File: src/hw/board_pkg.sv
// Build-time constants only; button layout and input polarity are fixed here for every instance
package board_pkg;

    // Widths
    localparam int JOY_W      = 16;  // Board joystick word
    localparam int GAME_JOY_W = 10;  // Joystick word seen by the game
    localparam int NUM_FX     = 4;   // Graphics and video-control enables, each
    localparam int STATUS_W   = 32;  // OSD status word

    // Game configuration
    localparam bit THREE_BUTTONS          = 1'b0;
    localparam bit GAME_INPUTS_ACTIVE_LOW = 1'b1;

    // Cycles of game reset after the last trigger, must fit the 8-bit counter
    localparam int GAME_RST_CYCLES = 255;

    // Status word bit positions
    localparam int ST_ROT_BIT   = 2;
    localparam int ST_FLIP_BIT  = 3;
    localparam int ST_PAUSE_BIT = 4;
    localparam int ST_TEST_BIT  = 5;
    localparam int ST_FX_LSB    = 6;   // Two bits
    localparam int ST_NOFM_BIT  = 8;
    localparam int ST_NOPSG_BIT = 9;
    localparam int ST_ARX_LSB   = 16;  // Eight bits
    localparam int ST_ARY_LSB   = 24;  // Eight bits

    // Board joystick word, first field is the MSB
    typedef union packed {
        struct packed {
            logic [5:0] spare;
            logic       pause;
            logic       coin;
            logic       start2;
            logic       start1;
            logic [1:0] button;
            logic       up;
            logic       down;
            logic       left;
            logic       right;
        } two;
        struct packed {
            logic [4:0] spare;
            logic       pause;
            logic       coin;
            logic       start2;
            logic       start1;
            logic [2:0] button;  // One more button pushes the rest up a bit
            logic       up;
            logic       down;
            logic       left;
            logic       right;
        } three;
    } joy_word_u;

endpackage

File: src/hw/arcade_board.sv
// Single clk_sys domain; keys arrive pre-decoded and board joysticks may be asynchronous
module arcade_board (
    input  logic                            clk_sys,
    input  logic                            rst,
    input  logic                            rst_req,
    input  logic                            downloading,
    // Player inputs
    input  logic [board_pkg::JOY_W-1:0]      board_joystick1,
    input  logic [board_pkg::JOY_W-1:0]      board_joystick2,
    input  logic [board_pkg::GAME_JOY_W-1:0] key_joy1,
    input  logic [board_pkg::GAME_JOY_W-1:0] key_joy2,
    input  logic [1:0]                      key_start,
    input  logic [1:0]                      key_coin,
    input  logic                            key_service,
    // Control keys
    input  logic                            key_reset,
    input  logic                            key_pause,
    input  logic [board_pkg::NUM_FX-1:0]     key_gfx,
    input  logic [board_pkg::NUM_FX-1:0]     key_vgactrl,
    input  logic [board_pkg::STATUS_W-1:0]   status,
    // Game reset
    output logic                            game_rst,
    output logic                            game_rst_n,
    // Game inputs
    output logic [board_pkg::GAME_JOY_W-1:0] game_joystick1,
    output logic [board_pkg::GAME_JOY_W-1:0] game_joystick2,
    output logic [1:0]                      game_coin,
    output logic [1:0]                      game_start,
    output logic                            game_service,
    output logic                            game_pause,
    // DIP and OSD
    output logic                            dip_flip,
    output logic                            dip_pause,
    output logic                            dip_test,
    output logic [1:0]                      dip_fxlevel,
    output logic                            enable_fm,
    output logic                            enable_psg,
    output logic [7:0]                      hdmi_arx,
    output logic [7:0]                      hdmi_ary,
    output logic [board_pkg::NUM_FX-1:0]     gfx_en,
    output logic [board_pkg::NUM_FX-1:0]     vgactrl_en
);

    logic rot_control;
    logic soft_rst;
    logic joy_pause;

    reset_gen i_reset_gen (
        .clk_sys     (clk_sys),
        .rst         (rst),
        .downloading (downloading),
        .rst_req     (rst_req),
        .soft_rst    (soft_rst),
        .dip_flip    (dip_flip),
        .game_rst    (game_rst),
        .game_rst_n  (game_rst_n)
    );

    dip_decode i_dip_decode (
        .clk_sys     (clk_sys),
        .status      (status),
        .game_pause  (game_pause),   // Merged into dip_pause
        .rot_control (rot_control),
        .dip_flip    (dip_flip),
        .dip_pause   (dip_pause),
        .dip_test    (dip_test),
        .dip_fxlevel (dip_fxlevel),
        .enable_fm   (enable_fm),
        .enable_psg  (enable_psg),
        .hdmi_arx    (hdmi_arx),
        .hdmi_ary    (hdmi_ary)
    );

    input_mapper i_input_mapper (
        .clk_sys         (clk_sys),
        .rst             (rst),
        .board_joystick1 (board_joystick1),
        .board_joystick2 (board_joystick2),
        .key_joy1        (key_joy1),
        .key_joy2        (key_joy2),
        .key_start       (key_start),
        .key_coin        (key_coin),
        .key_service     (key_service),
        .rot_control     (rot_control),
        .game_joystick1  (game_joystick1),
        .game_joystick2  (game_joystick2),
        .game_coin       (game_coin),
        .game_start      (game_start),
        .game_service    (game_service),
        .joy_pause       (joy_pause)
    );

    // Pause from the joystick toggles like the pause key
    board_ctrl i_board_ctrl (
        .clk_sys     (clk_sys),
        .rst         (rst),
        .key_reset   (key_reset),
        .key_pause   (key_pause),
        .joy_pause   (joy_pause),
        .key_gfx     (key_gfx),
        .key_vgactrl (key_vgactrl),
        .soft_rst    (soft_rst),
        .game_pause  (game_pause),
        .gfx_en      (gfx_en),
        .vgactrl_en  (vgactrl_en)
    );

endmodule

File: src/hw/board_ctrl.sv
// Keys must be clean clk_sys levels; every rising edge counts, there is no debouncing
module board_ctrl (
    input  logic                        clk_sys,
    input  logic                        rst,
    input  logic                        key_reset,
    input  logic                        key_pause,
    input  logic                        joy_pause,
    input  logic [board_pkg::NUM_FX-1:0] key_gfx,
    input  logic [board_pkg::NUM_FX-1:0] key_vgactrl,
    output logic                        soft_rst,
    output logic                        game_pause,
    output logic [board_pkg::NUM_FX-1:0] gfx_en,
    output logic [board_pkg::NUM_FX-1:0] vgactrl_en
);

    import board_pkg::*;

    logic              last_reset;
    logic              last_pause;
    logic              last_joy_pause;
    logic [NUM_FX-1:0] last_gfx;
    logic [NUM_FX-1:0] last_vgactrl;
    logic              pause_edge;
    logic [NUM_FX-1:0] gfx_edge;
    logic [NUM_FX-1:0] vgactrl_edge;

    // Rising edges
    assign pause_edge   = (key_pause & ~last_pause) | (joy_pause & ~last_joy_pause);
    assign gfx_edge     = key_gfx & ~last_gfx;
    assign vgactrl_edge = key_vgactrl & ~last_vgactrl;

    always_ff @(posedge clk_sys) begin
        if (rst) begin
            last_reset     <= 1'b0;
            last_pause     <= 1'b0;
            last_joy_pause <= 1'b0;
            last_gfx       <= '0;
            last_vgactrl   <= '0;
        end else begin
            last_reset     <= key_reset;
            last_pause     <= key_pause;
            last_joy_pause <= joy_pause;
            last_gfx       <= key_gfx;
            last_vgactrl   <= key_vgactrl;
        end
    end

    // Toggles
    always_ff @(posedge clk_sys) begin
        if (rst) begin
            soft_rst   <= 1'b0;
            game_pause <= 1'b0;
            gfx_en     <= '1;  // All layers on
            vgactrl_en <= '0;
        end else begin
            soft_rst   <= key_reset & ~last_reset;  // One cycle per press
            game_pause <= game_pause ^ pause_edge;
            gfx_en     <= gfx_en ^ gfx_edge;
            vgactrl_en <= vgactrl_en ^ vgactrl_edge;
        end
    end

endmodule

File: src/hw/dip_decode.sv
// Outputs are plain registers with no reset, so they are only valid one cycle after the first clock
module dip_decode (
    input  logic                          clk_sys,
    input  logic [board_pkg::STATUS_W-1:0] status,
    input  logic                          game_pause,
    output logic                          rot_control,
    output logic                          dip_flip,
    output logic                          dip_pause,
    output logic                          dip_test,
    output logic [1:0]                    dip_fxlevel,
    output logic                          enable_fm,
    output logic                          enable_psg,
    output logic [7:0]                    hdmi_arx,
    output logic [7:0]                    hdmi_ary
);

    import board_pkg::*;

    // Core DIPs
    always_ff @(posedge clk_sys) begin
        rot_control <= status[ST_ROT_BIT];
        dip_flip    <= status[ST_FLIP_BIT];
        dip_test    <= ~status[ST_TEST_BIT];                     // Active low
        dip_pause   <= ~(status[ST_PAUSE_BIT] | game_pause);     // Either source pauses
        dip_fxlevel <= status[ST_FX_LSB +: 2];
    end

    // Sound chip enables come in as disable bits
    always_ff @(posedge clk_sys) begin
        enable_fm  <= ~status[ST_NOFM_BIT];
        enable_psg <= ~status[ST_NOPSG_BIT];
    end

    // Aspect ratio for the video output
    always_ff @(posedge clk_sys) begin
        hdmi_arx <= status[ST_ARX_LSB +: 8];
        hdmi_ary <= status[ST_ARY_LSB +: 8];
    end

endmodule

File: src/hw/input_mapper.sv
// Board words take a single synchronizer stage only; keys must already be clk_sys levels
module input_mapper (
    input  logic                            clk_sys,
    input  logic                            rst,
    input  logic [board_pkg::JOY_W-1:0]      board_joystick1,
    input  logic [board_pkg::JOY_W-1:0]      board_joystick2,
    input  logic [board_pkg::GAME_JOY_W-1:0] key_joy1,
    input  logic [board_pkg::GAME_JOY_W-1:0] key_joy2,
    input  logic [1:0]                      key_start,
    input  logic [1:0]                      key_coin,
    input  logic                            key_service,
    input  logic                            rot_control,
    output logic [board_pkg::GAME_JOY_W-1:0] game_joystick1,
    output logic [board_pkg::GAME_JOY_W-1:0] game_joystick2,
    output logic [1:0]                      game_coin,
    output logic [1:0]                      game_start,
    output logic                            game_service,
    output logic                            joy_pause
);

    import board_pkg::*;

    joy_word_u  joy1_sync;
    joy_word_u  joy2_sync;
    logic [1:0] joy_coin;
    logic [1:0] joy_start;

    // Swap directions for vertical games
    function automatic logic [GAME_JOY_W-1:0] apply_rotation(
        input logic [GAME_JOY_W-1:0] joy,
        input logic                  rot
    );
        if (rot) begin
            return {joy[GAME_JOY_W-1:4], joy[1], joy[0], joy[2], joy[3]};
        end
        return joy;
    endfunction

    always_ff @(posedge clk_sys) begin
        joy1_sync <= board_joystick1;
        joy2_sync <= board_joystick2;
    end

    // Pick the view matching the button count
    always_comb begin
        if (THREE_BUTTONS) begin
            joy_coin  = {joy2_sync.three.coin, joy1_sync.three.coin};
            joy_start = {joy1_sync.three.start2 | joy2_sync.three.start2,
                         joy1_sync.three.start1 | joy2_sync.three.start1};
            joy_pause = joy1_sync.three.pause | joy2_sync.three.pause;
        end else begin
            joy_coin  = {joy2_sync.two.coin, joy1_sync.two.coin};
            joy_start = {joy1_sync.two.start2 | joy2_sync.two.start2,
                         joy1_sync.two.start1 | joy2_sync.two.start1};
            joy_pause = joy1_sync.two.pause | joy2_sync.two.pause;
        end
    end

    // Output stage, idle is all ones when inputs are active low
    always_ff @(posedge clk_sys) begin
        if (rst) begin
            game_joystick1 <= {GAME_JOY_W{GAME_INPUTS_ACTIVE_LOW}};
            game_joystick2 <= {GAME_JOY_W{GAME_INPUTS_ACTIVE_LOW}};
            game_coin      <= {2{GAME_INPUTS_ACTIVE_LOW}};
            game_start     <= {2{GAME_INPUTS_ACTIVE_LOW}};
            game_service   <= GAME_INPUTS_ACTIVE_LOW;
        end else begin
            game_joystick1 <= {GAME_JOY_W{GAME_INPUTS_ACTIVE_LOW}} ^
                apply_rotation(joy1_sync[GAME_JOY_W-1:0] | key_joy1, rot_control);
            game_joystick2 <= {GAME_JOY_W{GAME_INPUTS_ACTIVE_LOW}} ^
                apply_rotation(joy2_sync[GAME_JOY_W-1:0] | key_joy2, rot_control);
            game_coin      <= {2{GAME_INPUTS_ACTIVE_LOW}} ^ (joy_coin | key_coin);
            game_start     <= {2{GAME_INPUTS_ACTIVE_LOW}} ^ (joy_start | key_start);
            game_service   <= GAME_INPUTS_ACTIVE_LOW ^ key_service;
        end
    end

endmodule

File: src/hw/reset_gen.sv
// Counter is 8 bits wide, so GAME_RST_CYCLES must stay below 256; all triggers are sampled on clk_sys
module reset_gen (
    input  logic clk_sys,
    input  logic rst,
    input  logic downloading,
    input  logic rst_req,
    input  logic soft_rst,
    input  logic dip_flip,
    output logic game_rst,
    output logic game_rst_n
);

    import board_pkg::*;

    logic [7:0] rst_cnt;
    logic       last_dip_flip;
    logic       pre_game_rst_n;
    logic       trigger;

    // Any flip change restarts the game
    assign trigger = rst | downloading | rst_req | soft_rst | (last_dip_flip != dip_flip);

    always_ff @(posedge clk_sys) begin
        last_dip_flip <= dip_flip;
    end

    // Stretch counter
    always_ff @(posedge clk_sys) begin
        if (trigger) begin
            rst_cnt  <= 8'd0;
            game_rst <= 1'b1;
        end else if (rst_cnt != 8'(GAME_RST_CYCLES)) begin
            rst_cnt  <= rst_cnt + 8'd1;
            game_rst <= 1'b1;
        end else begin
            game_rst <= 1'b0;  // Count done, hold the counter
        end
    end

    // Active-low copy, released two cycles late
    always_ff @(posedge clk_sys) begin
        if (rst || game_rst) begin
            pre_game_rst_n <= 1'b0;
            game_rst_n     <= 1'b0;
        end else begin
            pre_game_rst_n <= 1'b1;
            game_rst_n     <= pre_game_rst_n;
        end
    end

endmodule

File: config.mk
export PLATFORM = sky130hd
export DESIGN_NAME = arcade_board
export DESIGN_NICKNAME = d
export VERILOG_FILES = /design/src/hw/board_pkg.sv /design/src/hw/arcade_board.sv /design/src/hw/board_ctrl.sv /design/src/hw/dip_decode.sv /design/src/hw/input_mapper.sv /design/src/hw/reset_gen.sv
export SDC_FILE = /design/constraint.sdc
export NUM_CORES = 1
export LEC_CHECK = 0
export BUFFER_PORTS_ARGS = -buffer_cell sky130_fd_sc_hd__buf_2
export CAP_MARGIN = 20
export CORE_MARGIN = 2
export CORE_UTILIZATION = 48
export CTS_BUF_LIST = sky130_fd_sc_hd__clkbuf_8
export DETAILED_ROUTE_END_ITERATION = 16
export HOLD_SLACK_MARGIN = 0.03
export PLACE_DENSITY_LB_ADDON = 0.08
export RECOVER_POWER = 50
export REMOVE_ABC_BUFFERS = 1
export SLEW_MARGIN = 20
export SYNTH_ARGS = -nofsm -noshare
export SYNTH_HDL_FRONTEND = slang
export SYNTH_SLANG_ARGS = --single-unit
File: constraint.sdc
create_clock -name clk_sys -period 3.6 [get_ports clk_sys]
set_input_delay 0.54 -clock clk_sys [delete_from_list [all_inputs] [get_ports clk_sys]]
set_output_delay 0.54 -clock clk_sys [all_outputs]
set_load 0.1 [all_outputs]
### After elaboration in Yosys (flattened, before gate mapping)

Index checks and enable logic that the tools add are counted.

* flip-flop bits (word level): 102
* bits in latches: 0
* RAM bits: 0
* ROM bits: 0
* input bits: 103
* output and inout port bits: 59
* logic and storage cells: 79
* memories kept: 0

* $add $sub $neg: 1
* multiply operators: 0
* divide/modulo/power cells: 0
* magnitude comparators: 0
* eq/ne operators: 2
* shift operators: 0
* muxes and demuxes: 10
* bitwise operators: 35
* reductions and logical operators: 1

Operators by type and width (count)
* $mux W10: 6
* $not A10 Y10: 2
* $or A10 B10 Y10: 2
* $or A1 B1 Y1: 9
* $add A8 B1 Y8 const B: 1
* $and A4 B4 Y4: 2
* $ne A8 B8 Y1 const B: 1
* $not A1 Y1: 8
* $not A4 Y4: 2
* $xor A4 B4 Y4: 2
* $mux W1: 4
* $not A2 Y2: 2
* $or A2 B2 Y2: 2
* $and A1 B1 Y1: 3
* $logic_or A1 B1 Y1: 1
* $ne A1 B1 Y1: 1
* $xor A1 B1 Y1: 1

### Depth between registers and ports, before layout

Gate-level depths: netlist of run 1.

* depth in word-level cells: 5
* gate-level depth with buffers: 5
* mapped depth without buffers: 4

### By module

From an unflattened synthesis of run 1, not the netlist that was laid out.

* cell total of the unflattened synthesis: 231
* area, all modules: 2897.8 um^2

By module, submodules not included
* input_mapper: instances 1, cells an instance 85, area each 1176.1 um^2, seq. area each 900.9 um^2
* board_ctrl: instances 1, cells an instance 65, area each 714.4 um^2, seq. area each 420.4 um^2
* reset_gen: instances 1, cells an instance 53, area each 511.7 um^2, seq. area each 240.2 um^2
* dip_decode: instances 1, cells an instance 28, area each 495.5 um^2, seq. area each 480.5 um^2

### Worst setup path after synthesis of run 1

No wires, ideal clock.

* path type: flip-flop to flip-flop
* start point: register i_dip_decode.dip_flip
* end point: register i_reset_gen.rst_cnt[0]
* setup time: 78 ps
* data arrival time: 1505 ps
* data required time: 3522 ps
* path slack: 2017 ps
* cell stages (with the launch flop): 4
* path buffers: 0
* clock period less this slack: 1583 ps
* cells stage by stage: dfxtp_1 xnor2_1 nand2_2 nor3_1

* longest elaborated chain between the ends: 2

RTL lines
* start, declared: RTL line dip_decode.sv:7 `output logic dip_flip,`
* start signal, assigned: RTL line dip_decode.sv:22 `dip_flip <= status[ST_FLIP_BIT];`
* $ne A1 B1 Y1: RTL line reset_gen.sv:21 `assign trigger = rst | downloading | rst_req | soft_rst | (last_dip_flip != dip_flip);`
* $or A1 B1 Y1: RTL line reset_gen.sv:21
* end signal, assigned: RTL line reset_gen.sv:33 `rst_cnt <= rst_cnt + 8'd1;`
* end, declared: RTL line reset_gen.sv:15 `logic [7:0] rst_cnt;`

Every way passes these cells.
A chain may end at the register's enable or synchronous reset.

### Final worst setup path of run 1

* start point: input rst
* end point: register i_reset_gen.rst_cnt[2]

* longest elaborated chain between the ends: 4

RTL lines
* start, declared: RTL line arcade_board.sv:4 `input logic rst,`
* $or A1 B1 Y1 (4 in a row): RTL line reset_gen.sv:21

Every way passes these cells.

==> impl_metrics.ini, run 1 <==
[clock_tree]
clock-sinks = 102
ctsResizeCount = 0
cts_buffers = 9
insertion_delay_ns = 0.34
hold_buffers = 0
ctsRootBufferMaster = clkbuf_8
cts_tree = built
clk_pin_slew_ns = 0.09
cts_post_setup_buffers_inserted = 0
clockBufferDepth = 2
htreeDepth = 3

[global_routing]
grt_pass1_wl_um = 8030
first_global_vias = 1925
grt_usage_pct = 16.2
grt_util_met2_pct = 28.5
grt-ovfl-total = 0
grt_max_degree = 48
use_met1_pct = 16.7
grt_busiest_layer = met2
grtUsageMet3_pct = 5.71
antenna_found_initial = 0

[logic_synthesis]
ys_warn_count = 0
yosys.area_share.simple_pct = 14.8
synth_compound_area_share_pct = 9.80
synthXorXnorAreaFrac_pct = 2.72
synthCells = 239
syn_avg_cell_area_sq_um = 12.1
synth.distinct_cells = 34
synth_top_family_by_area = simple AND/OR/NAND/NOR gates
yosysSeqAreaShare_pct = 70.5
synth_fa_ha_area_share_pct = 0.432
synthMuxAreaShare_pct = 0
ys_seq_elements = 102
netlist_area_sq_um = 2900

[floorplanning]
num_rows = 28
coreArea_sq_um = 5890
start_util_pct = 49.2
die_w_um = 81.7
fp.dieH_um = 81.7
die-area_sq_um = 6670
ios = 162

[worst_setup_path]
crit_type = primary input to flop
cp.arrival_ns = 2.33
cp_data_required_time_ns = 3.82
startpoint = rst
critPathLaunchType = primary input
critPathMaxFanout = 47
crit_chain = clkbuf_1, nor4_4, nand2_2, nor3_1
slowest_stage = clkbuf_1
endpoint_kind = flop
path_buf_inv = 1
critPathTopFamily = buffers and inverters
max_stage_delay_ns = 1.32
ff2ff_setup_slack_ns = 2.18
r2r-start = i_reset_gen.rst_cnt[0]

[drt]
drt_first_iter_violations = 74
drc = 0
wl_per_cell_um = 11.7
ant_nets = 0
vias = 2142
drt-pass1-iter-count = 4
wl_um = 5410
vias_per_cell = 4.63

[timing]
rsz0062_at_grt = false
timing.final.crit_share_pct = 58.6
setup_violations = 0
fin_skew_ns = 0.0106
final_hold_viol_count = 0
finalMaxSlewViolations = 48
fin_setup_tns_ns = 0
fmax_mhz = 474
fin_crit_ns = 2.11
relSlewSlack_pct = -25.0
worstMarginPinSlew_ns = 1.88

[finish]
final_nets = 488
drive_above_1_share_pct = 40.7
antenna_cells = 0
fillers = 507
syn_to_final_growth_pct = 32.8

[worst_hold_path]
min_from = board_joystick2[0]
hold_path.class = primary input to flop

[flow_run]
drv_cap = 1

[pwr]
finalPower_mw = 2.37
vdd_drop_max_mv = 0.351
power_density_nw_per_um2 = 616
p_leak_nw = 1.76

[placed_design]
io_buffers = 141
gp_congestion = 0.766
dpl.hpwl_um = 4040

[outcome]
status = finished, violations left
failed_checks = capacitance limit, slew limit
-- layer usage --
layer	wire (um)	share of wire, %
met5	0	0
met2	2660	49
met3	460	8.5
met4	120	2.2
met1	2170	40
-- worst reg2reg max path: stages, from the launching register on --
cell and delay (ns):
dfxtp_1 0.42, ha_1 0.27, and4_1 0.33, a21oi_1 0.09, a211oi_1 0.23
-- synthesized netlist by cell type, drive strengths merged --
| master | number | area, sq um |
|---|---|---|
| a211o | 4 | 35.0 |
| a211oi | 2 | 15.0 |
| a21boi | 1 | 7.51 |
| a21oi | 5 | 25.0 |
| a31oi | 2 | 12.5 |
| and2 | 1 | 6.26 |
| and3 | 2 | 12.5 |
| and4 | 2 | 17.5 |
| buf | 4 | 26.3 |
| clkbuf | 3 | 11.3 |
| dfxtp | 102 | 2040 |
| ha | 1 | 12.5 |
| inv | 4 | 15.0 |
| nand2 | 4 | 17.5 |
| nand2b | 9 | 56.3 |
| nand3 | 3 | 15.0 |
| nand4 | 2 | 12.5 |
| nor2 | 13 | 48.8 |
| nor2b | 20 | 125 |
| nor3 | 12 | 60.1 |
| nor3b | 1 | 7.51 |
| nor4 | 1 | 21.3 |
| nor4b | 1 | 8.76 |
| o211ai | 1 | 7.51 |
| o21ai | 10 | 50.1 |
| o21ba | 1 | 10.0 |
| o21bai | 14 | 105 |
| o31a | 1 | 8.76 |
| o31ai | 1 | 7.51 |
| or2 | 2 | 12.5 |
| or3 | 1 | 6.26 |
| xnor2 | 9 | 78.8 |
-- power breakdown --
group          leakage [nW]  internal (mW)  total, mW  switching (mW)
Sequential            0.854           1.19       1.22          0.0238
Combinational         0.812         0.0952      0.476           0.381
Clock                0.0970          0.332      0.677           0.345
-- logic make-up after synthesis --
group | after synthesis
AO/OA/AOI/OAI | 42
XOR/XNOR | 9
adder cells (fa/ha/maj) | 1
buffers and inverters | 11
flip-flops | 102
AND/OR/NAND/NOR | 74
-- sequential cells by signal, indices dropped and copies added (netlist names), 2 cells and up --
name and cells:
i_input_mapper.game_joystick1 10, i_input_mapper.game_joystick2 10, i_input_mapper.joy1_sync 10, i_input_mapper.joy2_sync 10
i_dip_decode.hdmi_arx 8, i_dip_decode.hdmi_ary 8, i_reset_gen.rst_cnt 8, i_board_ctrl.gfx_en 4
i_board_ctrl.last_gfx 4, i_board_ctrl.last_vgactrl 4, i_board_ctrl.vgactrl_en 4, i_dip_decode.dip_fxlevel 2
i_input_mapper.game_coin 2, i_input_mapper.game_start 2
-- worst paths after layout --
kind	to	cells past startpoint
min	i_input_mapper.joy2_sync[0]	1
max reg2reg	i_reset_gen.rst_cnt[3]	4
min reg2reg	i_reset_gen.last_dip_flip	0
max	i_reset_gen.rst_cnt[2]	4
-- layout by cell type (no fill, tap or decap), types with 2 or more instances in the layout --
cell type	Yosys	routed
a31oi_1	2	2
and3_1	2	2
or2_2	2	2
nand3_1	3	3
nor2b_1	20	20
xnor2_1	9	9
nand2b_1	9	9
dfxtp_1	102	102
inv_1	4	6
and4_1	2	2
a211o_1	4	4
a211oi_1	2	2
a21oi_1	5	5
clkbuf_8	0	10
nor2_1	13	13
clkinvlp_4	0	2
buf_2	3	140
nand4_1	2	2
nand2_1	3	3
nor3_1	12	12
o21bai_1	14	14
o21ai_0	10	10
-- metrics by stage --
step	instance area, sq um	worst slack, ns	util [%]	instances	hold slack, ns
after floorplan	2860	2.02	-	232	0.367
after global placement	3660	1.79	62.2	448	0.375
after detailed placement	3660	1.76	62.2	448	0.379
after CTS	3850	1.89	65.4	463	0.275
after global routing	3850	1.27	65.4	463	0.270
final	3850	1.49	65.4	463	0.293
-- final cells by class --
| class | instances | area (sq um) | share of cell area [%] |
|---|---|---|---|
| Sequential cell | 102 | 2040 | 53.1 |
| Clock inverter | 5 | 52.6 | 1.37 |
| Timing Repair Buffer | 141 | 704 | 18.3 |
| Multi-Input combinational cell | 126 | 803 | 20.9 |
| Inverter | 4 | 15.0 | 0.390 |
| Tap cell | 75 | 93.8 | 2.44 |
| Clock buffer | 10 | 138 | 3.58 |
Note: power is estimated with default switching activity, not from simulation.
==> run 2, diff against run 1 <==
--- a/config.mk
+++ b/config.mk
@@ -5,10 +5,11 @@
 export SDC_FILE = /design/constraint.sdc
 export NUM_CORES = 1
 export LEC_CHECK = 0
+export ABC_AREA = 1
 export BUFFER_PORTS_ARGS = -buffer_cell sky130_fd_sc_hd__buf_2
 export CAP_MARGIN = 20
 export CORE_MARGIN = 2
-export CORE_UTILIZATION = 48
+export CORE_UTILIZATION = 41
 export CTS_BUF_LIST = sky130_fd_sc_hd__clkbuf_8
 export DETAILED_ROUTE_END_ITERATION = 16
 export HOLD_SLACK_MARGIN = 0.03
==> constraint.sdc (replaced) <==
create_clock -name clk_sys -period 1.9 [get_ports clk_sys]
set_input_delay 0.285 -clock clk_sys [delete_from_list [all_inputs] [get_ports clk_sys]]
set_output_delay 0.285 -clock clk_sys [all_outputs]
set_load 0.1 [all_outputs]
==> run 2 against run 1 <==
  * The flow now finishes without violations
  * Clock power grew 92%
  * Critical path type is now flop to output port
  * Non-clock buffer count rose by 41
  * Combinational power rose by 93%
  * Synthesized area down 0.73%
  * Largest cell class unchanged
  * Wire length up 18%
  * Setup slack worse by 1.0 ns
==> impl_metrics.ini, run 2 <==
[drt]
vias_per_cell = 4.24
ant_nets = 0
drc = 0
vias = 2404
wl_per_cell_um = 11.2
drt_first_iter_violations = 71
drt-pass1-iter-count = 4
wl_um = 6370

[floorplanning]
start_util_pct = 42.3
ios = 162
die_w_um = 87.8
die-area_sq_um = 7700
num_rows = 30
coreArea_sq_um = 6790
fp.dieH_um = 87.8

[clock_tree]
cts_tree = built
cts_post_setup_buffers_inserted = 0
clock-sinks = 102
cts_buffers = 9
htreeDepth = 3
clockBufferDepth = 2
clk_pin_slew_ns = 0.09
hold_buffers = 40
insertion_delay_ns = 0.35
ctsResizeCount = 0
ctsRootBufferMaster = clkbuf_8

[logic_synthesis]
yosysTopAreaCell = dfxtp_1
ys_warn_count = 0
yosysTopAreaCellShare_pct = 71.0
synth.distinct_cells = 24
synth_most_common_cell = dfxtp_1
synthTopCellsByArea = dfxtp_1 (71%), inv_1 (4.6%), nor2_1 (4.6%)
netlist_area_sq_um = 2880
yosysSeqAreaShare_pct = 71.0
ys.flop_type = dfxtp_1
ys_seq_elements = 102
synth-edff-count = 0
syn_avg_cell_area_sq_um = 10.3
synthArstFlopShare_pct = 0
synthCells = 278
ys_top_cells_by_count = dfxtp_1 (102), inv_1 (35), nor2_1 (35)

[flow_run]
drv_cap = 0

[finish]
final_nets = 570
regArea_sq_um = 2040
final_common_cell = buf_2
final_cells = 567
multiInputGateArea_sq_um = 677
stdcell_area_sq_um = 4270
syn_to_final_growth_pct = 48.5
drive_above_1_share_pct = 33.8
antenna_cells = 0
fillers = 596
layout_common_cells = buf_2 (139), dfxtp_1 (102), dlygate4sd3_1 (40)

[worst_setup_path]
critPathTopFamily = buffers and inverters
max_stage_delay_ns = 0.46
slowest_stage = buf_2
critPathMaxFanout = 3
cp.arrival_ns = 1.17
crit_type = flop to output port
crit_chain = buf_2
critPathLaunchType = flop
cp_data_required_time_ns = 1.62
endpoint_kind = output port
path_buf_inv = 1

[timing]
rsz0062_at_grt = false
timing.final.crit_share_pct = 76.7
final_hold_viol_count = 0
fin_skew_ns = 0.00912
fin_crit_ns = 1.46
fin_setup_tns_ns = 0
relSlewSlack_pct = 40.4
finalMaxSlewViolations = 0
worst_slack_ns = 0.443
worstMarginPinSlew_ns = 0.894
setup_violations = 0
fmax_mhz = 686

[placed_design]
dpl.hpwl_um = 4180
place_ws_ns = 0.485
io_buffers = 141
dpl_cell_area_sq_um = 3690
dpl.cell_count = 511
gp_congestion = 0.700

[pwr]
vdd_drop_max_mv = 0.620
power_density_nw_per_um2 = 1060
p_leak_nw = 2.06

[global_routing]
grt_usage_pct = 17.1
grt_max_degree = 27
antenna_found_initial = 0
grt-ovfl-total = 0
first_global_vias = 2322
grt_pass1_wl_um = 9960

[outcome]
status = completed

[worst_hold_path]
hold_path.class = primary input to flop
run 2: through the flow:
stage,hold WS [ns],total power [mW],util (%)
2_1_floorplan,0.313,3.01,-
3_3_place_gp,0.364,3.19,54.3
3_5_place_dp,0.378,3.20,54.3
4_1_cts,0.0477,4.56,63.0
5_1_grt,0.0369,4.72,62.9
6_report,0.0643,4.52,62.9
run 2: kinds of logic after synthesis:
kind of cell | Yosys count | share of synthesized area [%]
xor gates and xnor gates | 2 | 0.609
adders and majority gates | 1 | 0.435
buffers and inverters | 41 | 5.48
AOI/OAI and AO/OA | 49 | 9.92
and+or+nand+nor | 83 | 12.6
DFF | 102 | 71.0
run 2: area by class of cell:
class | instances | share of cell area, %
clock buffers | 9 | 2.90
multi-input cells | 135 | 15.8
repair buffers | 182 | 25.9
flip-flops and latches | 102 | 47.8
inverters | 36 | 3.16
clock inverters | 7 | 1.55
well taps | 96 | 2.81
run 2: worst reg2reg max path: cells and delay by family, from the launching register on:
kind / cells / cell delay, ns
buffers and inverters: 2 / 0.13
and+or+nand+nor: 3 / 0.30
DFF: 1 / 0.35
AOI/OAI and AO/OA: 1 / 0.15
adders and majority gates: 1 / 0.23
run 2: path summary, 6_finish.rpt:
path	startpoint	to	slack, ns	cells past startpoint
min reg2reg	i_dip_decode.dip_flip	i_reset_gen.last_dip_flip	0.39	0
min	status[5]	i_dip_decode.dip_test	0.06	2
max reg2reg	i_reset_gen.rst_cnt[0]	i_reset_gen.rst_cnt[2]	0.64	7
max	i_board_ctrl.gfx_en[3]	gfx_en[3]	0.44	1
run 2: where the power goes:
part | switching [mW] | leakage [nW] | internal [mW] | total [mW]
sequential | 0.0413 | 0.854 | 2.26 | 2.30
combinational | 0.714 | 1.11 | 0.204 | 0.919
clock | 0.700 | 0.0982 | 0.602 | 1.30
total | 1.46 | 2.06 | 3.06 | 4.52
run 2: routing by layer:
metal / track usage (%) / up-vias / share of wire, %
met2: 30.0 / 82 / 51
met1: 17.8 / 1053 / 39
met4: 6.29 / 0 / 1.4
met3: 8.11 / 7 / 8.9
met5: 0 / - / 0
li1: - / 1262 / -
